File: config.mk
export PLATFORM = sky130hd
export DESIGN_NAME = fetch_decode_top
export DESIGN_NICKNAME = d
export VERILOG_FILES = /design/src/verilog/bp_pkg.sv /design/src/verilog/branch_history_table.sv /design/src/verilog/branch_target_buffer.sv /design/src/verilog/branch_predictor.sv /design/src/verilog/fetch_stage.sv /design/src/verilog/decode_stage.sv /design/src/verilog/fetch_decode_top.sv
export SDC_FILE = /design/constraint.sdc
export NUM_CORES = 1
export LEC_CHECK = 0
export ABC_AREA = 1
export BUFFER_PORTS_ARGS = -buffer_cell sky130_fd_sc_hd__buf_4
export CAP_MARGIN = 20
export CELL_PAD_IN_SITES_DETAIL_PLACEMENT = 1
export CELL_PAD_IN_SITES_GLOBAL_PLACEMENT = 1
export CORE_MARGIN = 8
export CORE_UTILIZATION = 36
export DETAILED_ROUTE_END_ITERATION = 7
export GPL_ROUTABILITY_DRIVEN = 0
export PLACE_DENSITY_LB_ADDON = 0.1
export SLEW_MARGIN = 20
export SYNTH_ARGS = -nofsm -noshare
export SYNTH_HDL_FRONTEND = slang
export SYNTH_SLANG_ARGS = --single-unit
File: constraint.sdc
create_clock -name clk -period 2.3 [get_ports clk]
set_clock_uncertainty 0.1 [all_clocks]
set_input_delay 0.46 -clock clk [delete_from_list [all_inputs] [get_ports clk]]
set_output_delay 0.46 -clock clk [all_outputs]
set_load 0.1 [all_outputs]
File: src/verilog/bp_pkg.sv
package bp_pkg;

  ////////////////////
  // Datapath widths
  ////////////////////
  localparam int pc_w         = 16;  // Instruction address width
  localparam int instr_w      = 16;  // Fetched word width
  localparam int target_lsb_w = 12;  // Branch target field in instr[11:0]

  ////////////////////
  // Predictor tables
  ////////////////////
  localparam int idx_w     = 4;               // Table index, low bits of the PC
  localparam int n_entries = 1 << idx_w;      // One entry per index value
  localparam int ctr_w     = 2;               // Saturating counter width

  // Counter encodings
  localparam logic [ctr_w-1:0] ctr_min   = 2'b00;  // Strongly not taken
  localparam logic [ctr_w-1:0] ctr_reset = 2'b01;  // Weakly not taken
  localparam logic [ctr_w-1:0] ctr_max   = 2'b11;  // Strongly taken

  ////////////////////
  // Instruction set
  ////////////////////
  localparam int opc_w = 4;  // Opcode sits in instr[15:12]

  // Only the opcodes that matter to the front end
  typedef enum logic [opc_w-1:0] {
    op_nop = 4'h0,  // No operation
    op_alu = 4'h1,  // Plain arithmetic, falls through
    op_br  = 4'h2,  // Conditional branch on cond
    op_jmp = 4'h3   // Unconditional jump
  } opcode_t;

  // Remaining codes decode like op_nop

endpackage

File: src/verilog/branch_history_table.sv
module branch_history_table import bp_pkg::*; (
  input  logic             clk,            // System clock
  input  logic             arst_n,         // Async reset, active low
  input  logic             enable,         // Global hold when low
  input  logic [idx_w-1:0] rd_idx,         // Fetch PC low bits
  input  logic [idx_w-1:0] wr_idx,         // Decode PC low bits
  input  logic [ctr_w-1:0] wr_prediction,  // Counter value carried with the branch
  input  logic             wen,            // Update request from decode
  input  logic             actual_taken,   // Resolved direction
  output logic [ctr_w-1:0] prediction      // Counter at the fetch index
);

  ////////////////////
  // Counter storage
  ////////////////////
  logic [ctr_w-1:0] ctr_q [n_entries];  // One 2-bit counter per index
  logic [ctr_w-1:0] ctr_step;           // Carried value moved one step

  // Step toward the resolved direction and stop at the ends
  always_comb begin
    if (actual_taken) begin
      if (wr_prediction == ctr_max) begin
        ctr_step = ctr_max;                       // Already saturated high
      end else begin
        ctr_step = wr_prediction + 1'b1;
      end
    end else begin
      if (wr_prediction == ctr_min) begin
        ctr_step = ctr_min;                       // Already saturated low
      end else begin
        ctr_step = wr_prediction - 1'b1;
      end
    end
  end

  // Table write held while enable is low
  always_ff @(posedge clk or negedge arst_n) begin
    if (!arst_n) begin
      for (int i = 0; i < n_entries; i++) begin
        ctr_q[i] <= ctr_reset;                    // All weakly not taken
      end
    end else if (enable && wen) begin
      ctr_q[wr_idx] <= ctr_step;
    end
  end

  ////////////////////
  // Lookup
  ////////////////////
  // Combinational read with the new value visible the cycle after a write
  assign prediction = ctr_q[rd_idx];

endmodule

File: src/verilog/branch_target_buffer.sv
module branch_target_buffer import bp_pkg::*; (
  input  logic             clk,               // System clock
  input  logic             arst_n,            // Async reset, active low
  input  logic             enable,            // Global hold when low
  input  logic [idx_w-1:0] rd_idx,            // Fetch PC low bits
  input  logic [idx_w-1:0] wr_idx,            // Decode PC low bits
  input  logic             wen,               // Taken branch in decode
  input  logic [pc_w-1:0]  actual_target,     // Resolved branch target
  output logic [pc_w-1:0]  predicted_target,  // Cached target at fetch index
  output logic             btb_hit            // Entry at fetch index is valid
);

  ////////////////////
  // Entry storage
  ////////////////////
  logic [n_entries-1:0] valid_q;                // One valid bit per entry
  logic [pc_w-1:0]      target_q [n_entries];  // Cached targets

  logic wr_en;  // Qualified write strobe

  assign wr_en = enable & wen;  // No writes while held

  // Valid bits start cleared
  always_ff @(posedge clk or negedge arst_n) begin
    if (!arst_n) begin
      valid_q <= '0;                            // Nothing cached yet
    end else if (wr_en) begin
      valid_q[wr_idx] <= 1'b1;
    end
  end

  // Target array written on every taken branch
  always_ff @(posedge clk) begin
    if (wr_en) begin
      target_q[wr_idx] <= actual_target;        // Latest taken target wins
    end
  end

  ////////////////////
  // Lookup
  ////////////////////
  // Both read combinationally from the registered arrays
  assign btb_hit          = valid_q[rd_idx];
  assign predicted_target = target_q[rd_idx];  // Ignored by fetch on a miss

  // Several PCs share an index and may alias
  // Decode catches a wrong target and rewrites the entry

endmodule

File: src/verilog/branch_predictor.sv
module branch_predictor import bp_pkg::*; (
  input  logic             clk,                  // System clock
  input  logic             arst_n,               // Async reset, active low
  input  logic             enable,               // Global hold when low
  input  logic [idx_w-1:0] pc_curr,              // Fetch PC low bits
  input  logic [idx_w-1:0] if_id_pc_curr,        // Decode PC low bits
  input  logic [ctr_w-1:0] if_id_prediction,     // Counter carried to decode
  input  logic             was_branch,           // Decode holds a br or jmp
  input  logic             actual_taken,         // Resolved direction
  input  logic             branch_mispredicted,  // Redirect from decode
  input  logic [pc_w-1:0]  actual_target,        // Resolved target
  output logic [ctr_w-1:0] prediction,           // Direction counter for fetch
  output logic [pc_w-1:0]  predicted_target,     // Target for fetch
  output logic             btb_hit               // Target is cached
);

  logic wen_btb;  // Target buffer write
  logic wen_bht;  // History table write

  assign wen_btb = was_branch & actual_taken;         // Every taken branch refreshes the target
  assign wen_bht = was_branch & branch_mispredicted;  // Counters move only on a miss

  ////////////////////
  // Target buffer
  branch_target_buffer u_btb (
    .clk             (clk),
    .arst_n          (arst_n),
    .enable          (enable),
    .rd_idx          (pc_curr),
    .wr_idx          (if_id_pc_curr),
    .wen             (wen_btb),
    .actual_target   (actual_target),
    .predicted_target(predicted_target),
    .btb_hit         (btb_hit)
  );

  ////////////////////
  // History table
  branch_history_table u_bht (
    .clk          (clk),
    .arst_n       (arst_n),
    .enable       (enable),
    .rd_idx       (pc_curr),
    .wr_idx       (if_id_pc_curr),
    .wr_prediction(if_id_prediction),
    .wen          (wen_bht),
    .actual_taken (actual_taken),
    .prediction   (prediction)
  );

endmodule

File: src/verilog/fetch_stage.sv
module fetch_stage import bp_pkg::*; (
  input  logic               clk,                 // System clock
  input  logic               arst_n,              // Async reset, active low
  input  logic               enable,              // Global hold when low
  input  logic [instr_w-1:0] instr,               // Word at pc, same cycle
  input  logic [ctr_w-1:0]   prediction,          // Counter for pc
  input  logic [pc_w-1:0]    predicted_target,    // Cached target for pc
  input  logic               btb_hit,             // Target is valid
  input  logic               redirect,            // Mispredict from decode
  input  logic [pc_w-1:0]    redirect_pc,         // Correct path restart
  output logic [pc_w-1:0]    pc,                  // Fetch address
  output logic               if_id_valid,         // Decode slot occupied
  output logic [pc_w-1:0]    if_id_pc,            // PC of decode slot
  output logic [instr_w-1:0] if_id_instr,         // Word in decode slot
  output logic [ctr_w-1:0]   if_id_prediction,    // Counter seen at fetch
  output logic               if_id_pred_taken,    // Fetch followed the target
  output logic [pc_w-1:0]    if_id_pred_target    // Target seen at fetch
);

  logic [pc_w-1:0] pc_q;        // Program counter
  logic [pc_w-1:0] pc_next;     // Next fetch address
  logic            pred_taken;  // Predicted taken with a usable target

  assign pc         = pc_q;
  assign pred_taken = prediction[ctr_w-1] & btb_hit;  // Counter msb and a hit

  ////////////////////
  // Next PC
  ////////////////////
  always_comb begin
    if (redirect) begin
      pc_next = redirect_pc;            // Decode correction first
    end else if (pred_taken) begin
      pc_next = predicted_target;       // Follow the predictor
    end else begin
      pc_next = pc_q + 1'b1;            // Sequential
    end
  end

  // Control state
  always_ff @(posedge clk or negedge arst_n) begin
    if (!arst_n) begin
      pc_q        <= '0;
      if_id_valid <= 1'b0;              // Empty pipe out of reset
    end else if (enable) begin
      pc_q        <= pc_next;
      if_id_valid <= ~redirect;         // Squash the wrong-path word
    end
  end

  ////////////////////
  // IF/ID payload
  ////////////////////
  always_ff @(posedge clk) begin
    if (enable) begin
      if_id_pc          <= pc_q;
      if_id_instr       <= instr;
      if_id_prediction  <= prediction;  // Needed for the counter update
      if_id_pred_taken  <= pred_taken;
      if_id_pred_target <= predicted_target;
    end
  end

endmodule

File: src/verilog/decode_stage.sv
module decode_stage import bp_pkg::*; (
  input  logic               if_id_valid,        // Decode slot occupied
  input  logic [pc_w-1:0]    if_id_pc,           // PC of decode slot
  input  logic [instr_w-1:0] if_id_instr,        // Word in decode slot
  input  logic [ctr_w-1:0]   if_id_prediction,   // Counter seen at fetch
  input  logic               if_id_pred_taken,   // Fetch followed the target
  input  logic [pc_w-1:0]    if_id_pred_target,  // Target seen at fetch
  input  logic               cond,               // Branch condition level
  input  logic               enable,             // Global hold when low
  output logic               redirect,           // Mispredict pulse
  output logic               was_branch,         // br or jmp in decode
  output logic               actual_taken,       // Resolved direction
  output logic [pc_w-1:0]    redirect_pc,        // Correct next PC
  output logic [pc_w-1:0]    actual_target,      // Target field, zero extended
  output logic               retire_valid,       // Instruction leaves decode
  output logic [pc_w-1:0]    retire_pc           // Its PC
);

  opcode_t         opcode;       // Decoded opcode field
  logic            live;         // Slot counts this cycle
  logic            is_branch;    // Ungated branch flag
  logic            taken;        // Ungated direction
  logic            mispred;      // Ungated verdict
  logic [pc_w-1:0] target;       // Ungated target
  logic [pc_w-1:0] seq_pc;       // Fall-through PC

  assign opcode = opcode_t'(if_id_instr[instr_w-1 -: opc_w]);
  assign live   = if_id_valid & enable;            // Nothing moves on a hold
  assign seq_pc = if_id_pc + 1'b1;
  assign target = {{(pc_w-target_lsb_w){1'b0}}, if_id_instr[target_lsb_w-1:0]};

  ////////////////////
  // Branch resolution
  ////////////////////
  always_comb begin
    case (opcode)
      op_br: begin
        is_branch = 1'b1;
        taken     = cond;                          // Sampled here in decode
      end
      op_jmp: begin
        is_branch = 1'b1;
        taken     = 1'b1;                          // Always taken
      end
      op_nop, op_alu: begin
        is_branch = 1'b0;
        taken     = 1'b0;
      end
      default: begin
        is_branch = 1'b0;                          // Unused codes act as nop
        taken     = 1'b0;
      end
    endcase
  end

  // Wrong direction, wrong target, or a non-branch that fetch jumped on
  assign mispred = is_branch ? ((taken != if_id_pred_taken) ||
                                (taken && if_id_pred_taken && (target != if_id_pred_target)))
                             : if_id_pred_taken;

  ////////////////////
  // Gated outputs
  ////////////////////
  assign redirect      = live & mispred;
  assign redirect_pc   = live ? (taken ? target : seq_pc) : '0;
  assign was_branch    = live & is_branch;
  assign actual_taken  = live & taken;
  assign actual_target = live ? target : '0;
  assign retire_valid  = live;                     // One cycle after fetch
  assign retire_pc     = live ? if_id_pc : '0;

endmodule

File: src/verilog/fetch_decode_top.sv
module fetch_decode_top import bp_pkg::*; (
  input  logic               clk,           // System clock
  input  logic               arst_n,        // Async reset, active low
  input  logic               enable,        // Global hold when low
  input  logic               cond,          // Branch condition level
  input  logic [instr_w-1:0] instr,         // Instruction memory data
  output logic [pc_w-1:0]    pc,            // Instruction memory address
  output logic               retire_valid,  // Instruction retires
  output logic [pc_w-1:0]    retire_pc,     // Retired PC
  output logic               mispredict     // Decode redirect
);

  logic [ctr_w-1:0]   prediction;           // Predictor to fetch
  logic [pc_w-1:0]    predicted_target;
  logic               btb_hit;
  logic               if_id_valid;          // IF/ID register
  logic [pc_w-1:0]    if_id_pc;
  logic [instr_w-1:0] if_id_instr;
  logic [ctr_w-1:0]   if_id_prediction;
  logic               if_id_pred_taken;
  logic [pc_w-1:0]    if_id_pred_target;
  logic               redirect;             // Decode back to fetch
  logic [pc_w-1:0]    redirect_pc;
  logic               was_branch;           // Decode to predictor
  logic               actual_taken;
  logic [pc_w-1:0]    actual_target;

  assign mispredict = redirect;

  fetch_stage u_fetch (
    .clk(clk), .arst_n(arst_n), .enable(enable), .instr(instr),
    .prediction(prediction), .predicted_target(predicted_target), .btb_hit(btb_hit),
    .redirect(redirect), .redirect_pc(redirect_pc), .pc(pc),
    .if_id_valid(if_id_valid), .if_id_pc(if_id_pc), .if_id_instr(if_id_instr),
    .if_id_prediction(if_id_prediction), .if_id_pred_taken(if_id_pred_taken),
    .if_id_pred_target(if_id_pred_target)
  );

  branch_predictor u_bp (
    .clk(clk), .arst_n(arst_n), .enable(enable),
    .pc_curr(pc[idx_w-1:0]), .if_id_pc_curr(if_id_pc[idx_w-1:0]),  // Index by PC low bits
    .if_id_prediction(if_id_prediction), .was_branch(was_branch),
    .actual_taken(actual_taken), .branch_mispredicted(redirect),
    .actual_target(actual_target), .prediction(prediction),
    .predicted_target(predicted_target), .btb_hit(btb_hit)
  );

  decode_stage u_decode (
    .if_id_valid(if_id_valid), .if_id_pc(if_id_pc), .if_id_instr(if_id_instr),
    .if_id_prediction(if_id_prediction), .if_id_pred_taken(if_id_pred_taken),
    .if_id_pred_target(if_id_pred_target), .cond(cond), .enable(enable),
    .redirect(redirect), .was_branch(was_branch), .actual_taken(actual_taken),
    .redirect_pc(redirect_pc), .actual_target(actual_target),
    .retire_valid(retire_valid), .retire_pc(retire_pc)
  );

endmodule

== Word-level counts from Yosys, hierarchy flattened ==
Memories as Yosys holds them, arrays and structs flattened.
Index checks and enable logic that the tools add are counted.
Operators by class
  equal/unequal tests: 5
  $lt $le $gt $ge: 6
  mux-type cells: 24
  divide/modulo/power cells: 0
  multiply operators: 0
  bitwise logic cells: 12
  add/subtract/negate cells: 4
  shift-type cells: 0
  reductions and logical operators: 8
Operators with widths (count)
  $mux W16: 5
  $add A16 B1 Y16 const B: 2
  $bwmux W32: 1
  $ne A12 B16 Y1: 1
  $or A16 B16 Y16: 1
  $mux W12: 1
  $mux W2: 6
  $ge A5 B5 Y1 const B: 2
  $lt A4 B5 Y1 const B: 2
  $not A4 Y5: 2
  $and A1 B1 Y1: 8
  $bmux W2 S4: 1
  $demux W2 S4: 1
  $eq A4 B2 Y1 const B: 2
  $mux W1: 6
  $logic_and A1 B1 Y1: 5
  $lt A5 B1 Y1 const B: 1
  $bmux W1 S4: 1
  $demux W1 S4: 1
  $ge A4 B1 Y1 const B: 1
  $add A2 B1 Y2 const B: 1
  $eq A2 B2 Y1 const B: 1
  $logic_not A2 Y1: 1
  $pmux W1 S2: 1
  5 further kinds: 5
Word-level totals
  memories kept: 1
  ROM bits: 0
  bits in latches: 0
  flip-flop bits (word level): 116
  bits in writable memories: 192
Memories
  u_bp.u_btb.target_q: words 16, width 12, rd ports 1, clocked after memory_dff 0, wr ports 1, line branch_target_buffer.sv:17  | logic [pc_w-1:0] target_q [n_entries];

== Logic depth before layout (Yosys ltp) ==
Gate-level depths: netlist of run 1.
  depth in word-level cells: 9
  depth in mapped cells: 17
  depth with buffers taken out: 15

== Modules after synthesis ==
Synthesis of run 1 repeated with hierarchy kept, for this count alone.
Second synthesis, totals
  cell total of the unflattened synthesis: 1881
  area, all modules: 17423.0 µm²
Modules (own cells, without submodules)
  branch_target_buffer: sequential area each 8087.8 µm², instances 1, area each 11705.0 µm², cells each 1143
  fetch_stage: sequential area each 1956.9 µm², instances 1, area each 2894.0 µm², cells each 260
  branch_history_table: sequential area each 820.8 µm², instances 1, area each 1729.2 µm², cells each 237
  decode_stage: sequential area each 0.0 µm², instances 1, area each 1079.8 µm², cells each 237
  branch_predictor: sequential area each 0.0 µm², instances 1, area each 15.0 µm², cells each 4

== Worst setup path after synthesis of run 1 ==
OpenSTA, ideal clock, no wires.
  kind: input to output
  from: input enable
  to: output retire_pc[10]
  stages on the path: 5
  data required time: 1.740 ns
  data arrival time: 2.336 ns
  setup slack: -0.596 ns
  cell sequence: buf_4 nand2_2 clkbuf_1 clkbuf_1 nor2_1
On the way
  longest elaborated chain between the ends: 2
Ends and longest elaborated chain
  start, declared: line fetch_decode_top.sv:4  | input logic enable,
  $and A1 B1 Y1: line decode_stage.sv:28  | assign live = if_id_valid & enable;
  $mux W16: line decode_stage.sv:70  | assign retire_pc = live ? if_id_pc : '0;
  end, declared: line fetch_decode_top.sv:9  | output logic [pc_w-1:0] retire_pc,
No other way between the ends.

== Final worst setup path of run 1 ==
  from: register u_fetch.if_id_instr[15]
  to: output mispredict
On the way
  longest elaborated chain between the ends: 7
  elaborated cells on any way between the ends: 11
  classes of those cells: eq/ne (3); mux (3); bitwise (1); reduce/logical (4)
Ends and longest elaborated chain
  start, declared: line fetch_stage.sv:14  | output logic [instr_w-1:0] if_id_instr,
  start signal, assigned: line fetch_stage.sv:57  | if_id_instr <= instr;
  $eq A4 B2 Y1: line decode_stage.sv:36  | case (opcode)
  $pmux W1 S2: line decode_stage.sv:36
  $logic_and A1 B1 Y1 (2 in series): line decode_stage.sv:58  | (taken && if_id_pred_taken && (target != if_id_pred_target)))
  $logic_or A1 B1 Y1: line decode_stage.sv:57  | assign mispred = is_branch ? ((taken != if_id_pred_taken) ||
  $mux W1 *: line decode_stage.sv:57
  $and A1 B1 Y1 *: line decode_stage.sv:64  | assign redirect = live & mispred;
  end, declared: line fetch_decode_top.sv:10  | output logic mispredict
Every way passes the cells marked *; elsewhere a longest branch is shown, timed or not.

==> results of run 1 <==
==> stage by stage <==
stage | setup TNS (ns) | worst slack (ns) | util, %
after floorplan | -16.10 | -0.387 | -
after global placement | -0.0410 | -0.0311 | 40.8
after detailed placement | -0.120 | -0.0775 | 40.8
after CTS | -0.365 | -0.365 | 44.4
after global routing | -0.473 | -0.447 | 45.3
final | -0.330 | -0.330 | 45.3
==> per-layer routing <==
metal,vias to the layer above,track usage (%)
li1,5038,-
met1,5213,25.3
met2,173,31.2
met3,47,3.60
met4,0,4.59
met5,-,0
==> worst max-delay path, stage by stage (launching register included) <==
cell	delay, ns
edfxtp_1	0.38
nor2_2	0.14
nand2_2	0.09
inv_2	0.08
o21ai_4	0.06
inv_2	0.08
ha_4	0.20
nor2_4	0.07
nand2_2	0.07
nand2_4	0.07
clkinvlp_4	0.10
buf_12	0.17
==> Yosys cell counts (all sizes together) <==
library cell / count
inv: 140
o21ai: 168
dfrtp: 49
clkinv: 1
nor3b: 1
a21oi: 7
clkbuf: 25
o211ai: 18
nand4: 6
nor2: 257
edfxtp: 239
nand3: 92
dfstp: 16
nand2: 320
buf: 39
o22ai: 19
or2: 2
o221ai: 1
ha: 6
a31oi: 1
xnor2: 6
xor2: 10
nor3: 3
o31ai: 1
==> timing repair <==
action	CTS	global route
hold buffers	17	0
cloned	0	3
pin swaps	5	9
gates resized for setup	20	47
hold endpoints to repair	46	0
endpoints found under the setup margin	21	66
buffers inserted	5	10
==> cell families (layout without fill, tap and decap cells) <==
| kind of cell | count (synthesis) | after routing | share of synthesized area, % |
|---|---|---|---|
| xor gates and xnor gates | 16 | 16 | 1.01 |
| adders and majority gates | 6 | 6 | 0.540 |
| DFF | 304 | 304 | 63.4 |
| AOI/OAI and AO/OA | 215 | 215 | 8.31 |
| and+or+nand+nor | 681 | 681 | 20.0 |
| buffers and inverters | 205 | 380 | 6.69 |
==> how the worst max path moves through the flow <==
stage	endpoint	slack [ns]
6_report	mispredict	-0.33
4_1_cts	mispredict	-0.36
3_5_place_dp	u_fetch.pc[10]$_DFFE_PN0P_	-0.08
5_1_grt	mispredict	-0.45
2_1_floorplan	retire_pc[0]	-0.39
3_3_place_gp	u_fetch.pc[10]$_DFFE_PN0P_	-0.03
==> power groups by stage <==
stage	Clock (mW)	Sequential, mW	Combinational [mW]
after floorplan	0	7.99	4.89
after global placement	0	7.23	8.66
after detailed placement	0	7.24	8.74
after CTS	5.59	7.14	8.91
after global routing	5.79	7.20	10.1
final	5.44	7.15	9.36
==> sequential cells by signal, summed over array words and instances, names as in the netlist <==
name and cells:
u_bp.u_btb.target_q 192, u_bp.u_bht.ctr_q 32, u_bp.u_btb.valid_q 16, u_fetch.if_id_instr 16
u_fetch.if_id_pc 16, u_fetch.pc 16, u_fetch.if_id_pred_target 12, u_fetch.if_id_prediction 2
u_fetch.if_id_pred_taken 1, u_fetch.if_id_valid 1
==> cell type report <==
class | instances | area, um^2 | share of cell area (%)
Timing Repair Buffer | 175 | 1800 | 10.3
Clock inverter | 10 | 108 | 0.619
Multi-Input combinational cell | 918 | 4450 | 25.6
Inverter | 141 | 546 | 3.14
Clock buffer | 54 | 1010 | 5.81
Tap cell | 518 | 648 | 3.73
Sequential cell | 304 | 8830 | 50.8
==> metrics, run 1 <==
outcome finished with violations; failing checks setup timing; commonest non-fill, non-tap cell in the layout nand2_1; Layout Cells excl Fill about 2100; deepest clock path buffer count 3; LEAKAGE between 6 and 7 nW; clock sink count 304; Final Cell Area between 15000 and 20000 um^2; RSZ-0062 raised after global routing true; flop-to-flop setup slack 0.10 ns; Top Layer Used met4; Clk pwr share about 25%; initial DRC count a little over 500; CTS tree done; drt drc 0; standard-cell rows 72; f_max around 0.38 GHz; main area contributors after synthesis edfxtp_1 52%, dfrtp_1 8.8%, nand2_1 8.4%, nor2_1 6.8%, o21ai_0 4.7%; Max Cap Viol 0; total power about 22 mW; FILL cells about 4300; I/O pin count 54; Final Setup Violations 1; core area about 38000 um^2; worst-margin pin slew roughly 1.0 ns; grt ovf 0; Root Buffer clkbuf_16; Pre-Repair DR Iteration Count 5; final wirelength ~43000 um; Vias/cell roughly 5; pin count of the biggest net entering global routing slightly above 70; synthesis-stage register bit count a little over 300; Area Growth Syn to Fin 25.0%; WL/cell 20.2 um; Cell Int Power 12.7 mW; crit path max fanout 2; Die ar. 45200 um^2; Synth Instances around 1400; kind of critical path flop to output port; metal3 WL roughly 1600 um; Clk pin slew, worst setup/hold paths roughly 0.06 ns; reg2reg start u_fetch.pc[0]$_DFFE_PN0P_; H-Tree Depth 2; sequential share of the synthesized area ~63%; power share of the sequential group roughly 33%; VDD IR max ~0.7 mV; part of the cycle the worst path needs 114%; Mapped Nets 1453; Starting Density roughly 36%; reg2reg end u_fetch.pc[0]$_DFFE_PN0P_; nets@finish roughly 1600; Avg Cell Area, Syn around 9.7 um^2; DP Area 15600 um^2; I/O Buffers 53; synth warn 0; hold_ws about 0.35 ns; FF-to-FF path depth 11; top-area cell type share of the netlist area between 50% and 60%; critical path arrival a little over 2 ns; Sw Pwr 9.20 mW; Clock Latency Late Sink between 0.5 and 0.6 ns; final hold violations 0; Worst Setup SP u_fetch.if_id_instr[15]$_DFFE_PP_; most frequent cells in the layout 305 x nand2_1, 239 x edfxtp_1, 210 x nor2_1; share of cells above drive strength 1 between 10% and 20%; Placed Cells around 2000; dpl hpwl around 28000 um; overall die height ~210 um; sw frac a little over two fifths; ANT nets after route 0; Antenna Cells 0; vias in the first global route 10800; hold crit path type input pin to asynchronous set/reset pin; Slew Limit Fails 0; Total Routing Usage GR 18.8%; via count around 10000; crit end category output port; Num CTS Buffers 36; Final min period around 2.6 ns; required time worst endpoint 1.74 ns; largest area contributor in the netlist edfxtp_1; Post-Route M1 WL 20100 um; final worst slack -0.330 ns; DIE WIDTH roughly 210 um; initial antenna violation count 1; Synth Cell Area between 10000 and 15000 um^2; Netlist cell types 37; Pwr per Cell Area between 1000 and 1500 nW/um^2; met2 routed WL a little over 20000 um; wire length of the first global-routing pass about 65000 um; crit start category flop; combinational share of power between 40% and 50%; Slew Limit Headroom between 30% and 40%
Power figures use the tool's default switching activity.
==> run 2, diff against run 1 <==
--- a/config.mk
+++ b/config.mk
@@ -15,6 +15,7 @@
 export DETAILED_ROUTE_END_ITERATION = 7
 export GPL_ROUTABILITY_DRIVEN = 0
 export PLACE_DENSITY_LB_ADDON = 0.1
+export REMOVE_ABC_BUFFERS = 1
 export SLEW_MARGIN = 20
 export SYNTH_ARGS = -nofsm -noshare
 export SYNTH_HDL_FRONTEND = slang
==> metrics, run 2 (synthesis results as in run 1) <==
Pwr per Cell Area 1260 nW/um^2 (about the same); final wirelength 43500 um (was 42900 um); standard-cell rows 72 (unchanged); Starting Density 36.2% (unchanged); part of the cycle the worst path needs 112% (was 114%); Reg with most FFs u_bp.u_btb.target_q (unchanged); outcome finished with violations (unchanged); Clk pwr share 26.5% (was 24.8%); Area Growth Syn to Fin 23.1% (was 25.0%); Die ar. 45200 um^2 (unchanged); hold crit path type input pin to flop (was input pin to asynchronous set/reset pin); max FFs per register 192 (unchanged); dpl hpwl 27700 um (was 28300 um); VDD IR max 0.584 mV (was 0.684 mV); Root Buffer clkbuf_16 (unchanged); critical path arrival 2.01 ns (was 2.07 ns); Cell Int Power 12.5 mW (was 12.7 mW); initial antenna violation count 1 (unchanged); deepest clock path buffer count 3 (unchanged); Clk pin slew, worst setup/hold paths 0.06 ns (about the same); ANT nets after route 0 (unchanged); kind of critical path flop to output port (unchanged); drt drc 0 (unchanged); Pre-Repair DR Iteration Count 7 (was 5); CP dominant cell by count nand2_2; Num CTS Buffers 37 (was 36); clock sink count 304 (unchanged); Regs by FF count u_bp.u_btb.target_q (192), u_bp.u_bht.ctr_q (32) (unchanged); crit start category flop (unchanged); RSZ-0062 raised after global routing true (unchanged); Place WS 0.0181 ns (was -0.0775 ns); Final min period 2.57 ns (was 2.63 ns); sw frac 41.8% (was 41.9%); core area 38400 um^2 (unchanged); initial DRC count 524 (was 510); Total Routing Usage GR 19.4% (was 18.8%); nets@finish 1580 (was 1602); Vias/cell 4.94 (about the same); Placed Cells 1996 (was 2023); final hold violations 0 (unchanged); Final Setup Violations 1 (unchanged); Slew Limit Headroom 28.4% (was 30.9%); Clock Latency Late Sink 0.56 ns (about the same); combinational share of power 40.5% (was 42.7%); DIE WIDTH 213 um (unchanged); power share of the sequential group 33.0% (was 32.6%); wire length of the first global-routing pass 66400 um (was 64900 um); most frequent cells in the layout 303 x nand2_1, 239 x edfxtp_1, 226 x nor2_1 (was 305 x nand2_1, 239 x edfxtp_1, 210 x nor2_1); Antenna Cells 0 (unchanged); vias in the first global route 10800 (about the same); FILL cells 4310 (was 4333); worst path cell trace xnor2_1 -> nand2_1 -> nor2_1 -> nand3_2 -> nand2_2 -> nand2_2 -> nand2_2 -> inv_2 -> buf_12 (was nor2_2 -> nand2_2 -> inv_2 -> o21ai_4 -> inv_2 -> ha_4 -> nor2_4 -> nand2_2 -> nand2_4 -> clkinvlp_4 -> buf_12); CTS tree done (unchanged); crit end category output port (unchanged); worst-margin pin slew 1.07 ns (was 1.03 ns); required time worst endpoint 1.74 ns (about the same); Layout Cells excl Fill 2101 (was 2120); LEAKAGE 6.85 nW (was 6.96 nW); crit path max fanout 3 (was 2); pin count of the biggest net entering global routing 73 (was 72); commonest non-fill, non-tap cell in the layout nand2_1 (unchanged); H-Tree Depth 2 (unchanged); hold_ws 0.0442 ns (was 0.348 ns); Max Cap Viol 0 (unchanged); final worst slack -0.271 ns (was -0.330 ns); WL/cell 20.7 um (was 20.2 um); overall die height 213 um (unchanged); I/O Buffers 53 (unchanged); Sw Pwr 9.00 mW (was 9.20 mW); f_max 0.389 GHz (was 0.380 GHz); failing checks setup timing (unchanged); grt ovf 0 (unchanged); largest stage delay on the critical path 0.48 ns (was 0.38 ns); Slowest cell on crit path edfxtp_1 (unchanged); Slew Limit Fails 0 (unchanged); I/O pin count 54 (unchanged); via count 10400 (was 10500); share of cells above drive strength 1 17.9% (was 19.8%)
## run 2: changes by cell type in the layout (fill, tap and decap cells not counted), moves of 4 or more
cell | before | now
inv_1 | 126 | 122
buf_4 | 119 | 101
nor2_4 | 21 | 7
nand3_1 | 81 | 87
clkinv_2 | 4 | 8
buf_6 | 6 | 2
nand3_2 | 10 | 4
nor2_1 | 210 | 226
## run 2: layout make-up
class,instances,area [um^2],share of cell area [%]
multi-input combinational,918,4300,25.1
tap,518,648,3.78
clock inverter,13,114,0.665
inverter,141,543,3.17
timing repair buffer,152,1630,9.50
sequential,304,8830,51.6
clock buffer,55,1060,6.22
## run 2: power by group through the flow
stage,Sequential [mW],Clock (mW),Combinational (mW)
detailed placement,7.21,0,8.39
global route,7.18,6.04,9.57
finish,7.12,5.70,8.73
global placement,7.20,0,8.33
floorplan,8.29,0,3.94
CTS,7.11,5.85,8.53
## run 2: timing repair
item / 4_1_cts / 5_1_grt
setup endpoints to repair: 15 / 185
pin swaps: 8 / 10
endpoints found under the hold margin: 39 / 0
hold buffers: 16 / 0
cloned: 0 / 3
gates resized for setup: 20 / 43
setup buffers: 8 / 10
## run 2: critical path: cells and delay by family (launching register included)
kind          cells  cell delay, ns
simple gates      6            0.56
xor+xnor          1            0.19
flops             1            0.48
buf+inv           2            0.21
## run 2: worst paths after layout
kind                                                    from                                end  slack (ns)  cells after the start
max in group asynchronous                             arst_n    u_bp.u_bht.ctr_q[8]$_DFFE_PN1P_        1.18                      3
setup reg to reg            u_fetch.if_id_instr[2]$_DFFE_PP_   u_bp.u_bht.ctr_q[13]$_DFFE_PN0P_        0.06                     13
hold reg to reg            u_bp.u_btb.valid_q[7]$_DFFE_PN0N_  u_bp.u_btb.valid_q[7]$_DFFE_PN0N_        0.35                      2
min in group asynchronous                             arst_n  u_bp.u_btb.valid_q[5]$_DFFE_PN0N_        0.30                      2
hold / removal                                      instr[3]   u_fetch.if_id_instr[3]$_DFFE_PP_        0.04                      1
setup / recovery            u_fetch.if_id_instr[2]$_DFFE_PP_                         mispredict       -0.27                      9
## run 2: metal layers
layer | vias to the layer above | GRT usage (%) | wire (um)
met5 | - | 0 | 0
met4 | 0 | 6.02 | 1130
met3 | 68 | 2.64 | 1490
met2 | 170 | 31.4 | 20300
met1 | 5142 | 26.9 | 20600
li1 | 4994 | - | -
## run 2: per-stage QoR
| stage | instance area [um^2] | TNS [ns] | util [%] | power (mW) |
|---|---|---|---|---|
| floorplan | 13500 | -160.93 | - | 12.2 |
| global placement | 15400 | 0 | 40.1 | 15.5 |
| detailed placement | 15400 | 0 | 40.1 | 15.6 |
| CTS | 16900 | -0.287 | 43.9 | 21.5 |
| global route | 17100 | -2.16 | 44.6 | 22.8 |
| finish | 17100 | -0.271 | 44.6 | 21.5 |
==> run 3, diff against run 2 <==
--- a/config.mk
+++ b/config.mk
@@ -11,7 +11,7 @@
 export CELL_PAD_IN_SITES_DETAIL_PLACEMENT = 1
 export CELL_PAD_IN_SITES_GLOBAL_PLACEMENT = 1
 export CORE_MARGIN = 8
-export CORE_UTILIZATION = 36
+export CORE_UTILIZATION = 47
 export DETAILED_ROUTE_END_ITERATION = 7
 export GPL_ROUTABILITY_DRIVEN = 0
 export PLACE_DENSITY_LB_ADDON = 0.1
==> metrics, run 3 (synthesis results as in run 1) <==
part of the cycle the worst path needs 111% (was 112%); crit end category output port (unchanged); Clock Latency Late Sink 0.53 ns (was 0.56 ns); power share of the sequential group 33.1% (was 33.0%); total power 21.6 mW (was 21.5 mW); failing checks setup timing (unchanged); drt drc 0 (unchanged); Pwr per Cell Area 1260 nW/um^2 (about the same); VDD IR max 0.814 mV (was 0.584 mV); Slew Limit Headroom 31.6% (was 28.4%); deepest clock path buffer count 3 (unchanged); Cell Int Power 12.4 mW (was 12.5 mW); most frequent cells in the layout 303 x nand2_1, 239 x edfxtp_1, 223 x nor2_1 (was 303 x nand2_1, 239 x edfxtp_1, 226 x nor2_1); crit path max fanout 3 (unchanged); I/O Buffers 53 (unchanged); share of cells above drive strength 1 19.2% (was 17.9%); overall die height 188 um (was 213 um); Max Cap Viol 0 (unchanged); Clk pwr share 25.2% (was 26.5%); nets@finish 1581 (was 1580); hold crit path type input pin to flop (unchanged); Final min period 2.56 ns (was 2.57 ns); worst-margin pin slew 1.02 ns (was 1.07 ns); final core occ 58.0% (was 44.6%); initial antenna violation count 0 (was 1); vias in the first global route 11500 (was 10800); kind of critical path flop to output port (unchanged); final worst slack -0.261 ns (was -0.271 ns); f_max 0.390 GHz (was 0.389 GHz); crit start category flop (unchanged); final wirelength 44800 um (was 43500 um); Reg with most FFs u_bp.u_btb.target_q (unchanged); outcome finished with violations (unchanged); flop-to-flop setup slack -0.21 ns (was 0.06 ns); DP Area 15100 um^2 (was 15400 um^2); H-Tree Depth 2 (unchanged); wire length of the first global-routing pass 67700 um (was 66400 um); Area Growth Syn to Fin 22.6% (was 23.1%); Num CTS Buffers 35 (was 37); dpl hpwl 27600 um (was 27700 um); Antenna Cells 0 (unchanged); max FFs per register 192 (unchanged); sw frac 42.5% (was 41.8%); ANT nets after route 0 (unchanged); Root Buffer clkbuf_16 (unchanged); Pre-Repair DR Iteration Count 5 (was 7); WL/cell 22.7 um (was 20.7 um); Vias/cell 5.55 (was 4.94); Place WS 0.00548 ns (was 0.0181 ns); Final Setup Violations 227 (was 1); Regs by FF count u_bp.u_btb.target_q (192), u_bp.u_bht.ctr_q (32) (unchanged); I/O pin count 54 (unchanged); grt ovf 0 (unchanged); Starting Density 47.3% (was 36.2%); via count 10900 (was 10400); RSZ-0062 raised after global routing true (unchanged); CTS tree done (unchanged); Final Cell Area 17000 um^2 (was 17100 um^2); Sw Pwr 9.17 mW (was 9.00 mW); Seq. cell area 8830 um^2 (about the same); final hold violations 0 (unchanged); standard-cell rows 63 (was 72); DIE WIDTH 188 um (was 213 um); core area 29400 um^2 (was 38400 um^2); Slew Limit Fails 0 (unchanged); Multi-input gate area 4430 um^2 (was 4300 um^2); Total Routing Usage GR 24.6% (was 19.4%); clock sink count 304 (unchanged); combinational share of power 41.7% (was 40.5%); critical path arrival 2.00 ns (was 2.01 ns); Clk pin slew, worst setup/hold paths 0.05 ns (was 0.06 ns); required time worst endpoint 1.74 ns (about the same); Die ar. 35400 um^2 (was 45200 um^2); commonest non-fill, non-tap cell in the layout nand2_1 (unchanged); initial DRC count 634 (was 524); LEAKAGE 6.83 nW (was 6.85 nW); FILL cells 3203 (was 4310); pin count of the biggest net entering global routing 72 (was 73)
-- run 3: final cells by class --
cell class | instances | area share [%]
clock buffers | 46 | 5.38
clock inverters | 16 | 1.10
inverters | 141 | 3.21
multi-input cells | 918 | 26.0
flip-flops and latches | 304 | 51.8
well taps | 390 | 2.86
repair buffers | 155 | 9.64
-- run 3: critical path: stages (launching register included) --
cell and delay [ns]:
edfxtp_1 0.35, nor2_1 0.13, nand2_2 0.11, inv_2 0.09, o21ai_2 0.07, inv_2 0.08, ha_4 0.20, nor2_4 0.08
nand2_2 0.07, nand2_2 0.10, inv_4 0.05, buf_12 0.16
-- run 3: stage by stage --
step,hold WS [ns],instances,setup TNS (ns)
CTS,0.00371,1950,-11.37
detailed placement,0.349,1863,0
finish,0.0182,1970,-31.49
global placement,0.338,1863,0
global route,0.00673,1970,-43.43
floorplan,0.0644,1363,-160.93
-- run 3: power groups by stage --
| stage | Sequential, mW | Combinational [mW] | Clock [mW] |
|---|---|---|---|
| CTS | 7.11 | 8.34 | 5.49 |
| global placement | 7.17 | 7.93 | 0 |
| detailed placement | 7.19 | 8.11 | 0 |
| global route | 7.20 | 9.70 | 5.68 |
| finish | 7.14 | 9.00 | 5.42 |
| floorplan | 8.29 | 3.94 | 0 |
-- run 3: repair_timing --
item | 4_1_cts | 5_1_grt
pin swaps | 21 | 18
gates cloned | 0 | 6
hold buffers | 6 | 0
setup buffers | 20 | 14
gates resized for setup | 74 | 64
endpoints found under the hold margin | 30 | 0
endpoints found under the setup margin | 19 | 257
-- run 3: final timing paths --
kind | start | endpoint | cells past startpoint
worst max-delay path | u_fetch.if_id_instr[15]$_DFFE_PP_ | mispredict | 11
worst min-delay path | instr[11] | u_fetch.if_id_instr[11]$_DFFE_PP_ | 1
worst max register to register | u_fetch.if_id_instr[13]$_DFFE_PP_ | u_bp.u_bht.ctr_q[29]$_DFFE_PN0P_ | 16
worst min register to register | u_bp.u_btb.valid_q[2]$_DFFE_PN0N_ | u_bp.u_btb.valid_q[2]$_DFFE_PN0N_ | 2
max in group asynchronous | arst_n | u_bp.u_bht.ctr_q[14]$_DFFE_PN1P_ | 3
min in group asynchronous | arst_n | u_bp.u_bht.ctr_q[19]$_DFFE_PN0P_ | 2
-- run 3: routing by layer --
| metal | up-vias | share of wire, % | track usage [%] |
|---|---|---|---|
| met5 | - | 0 | 0 |
| met4 | 0 | 3.4 | 8.82 |
| met3 | 99 | 6.4 | 4.14 |
| met2 | 358 | 49 | 41.1 |
| met1 | 5470 | 41 | 32.0 |
| li1 | 4998 | - | - |
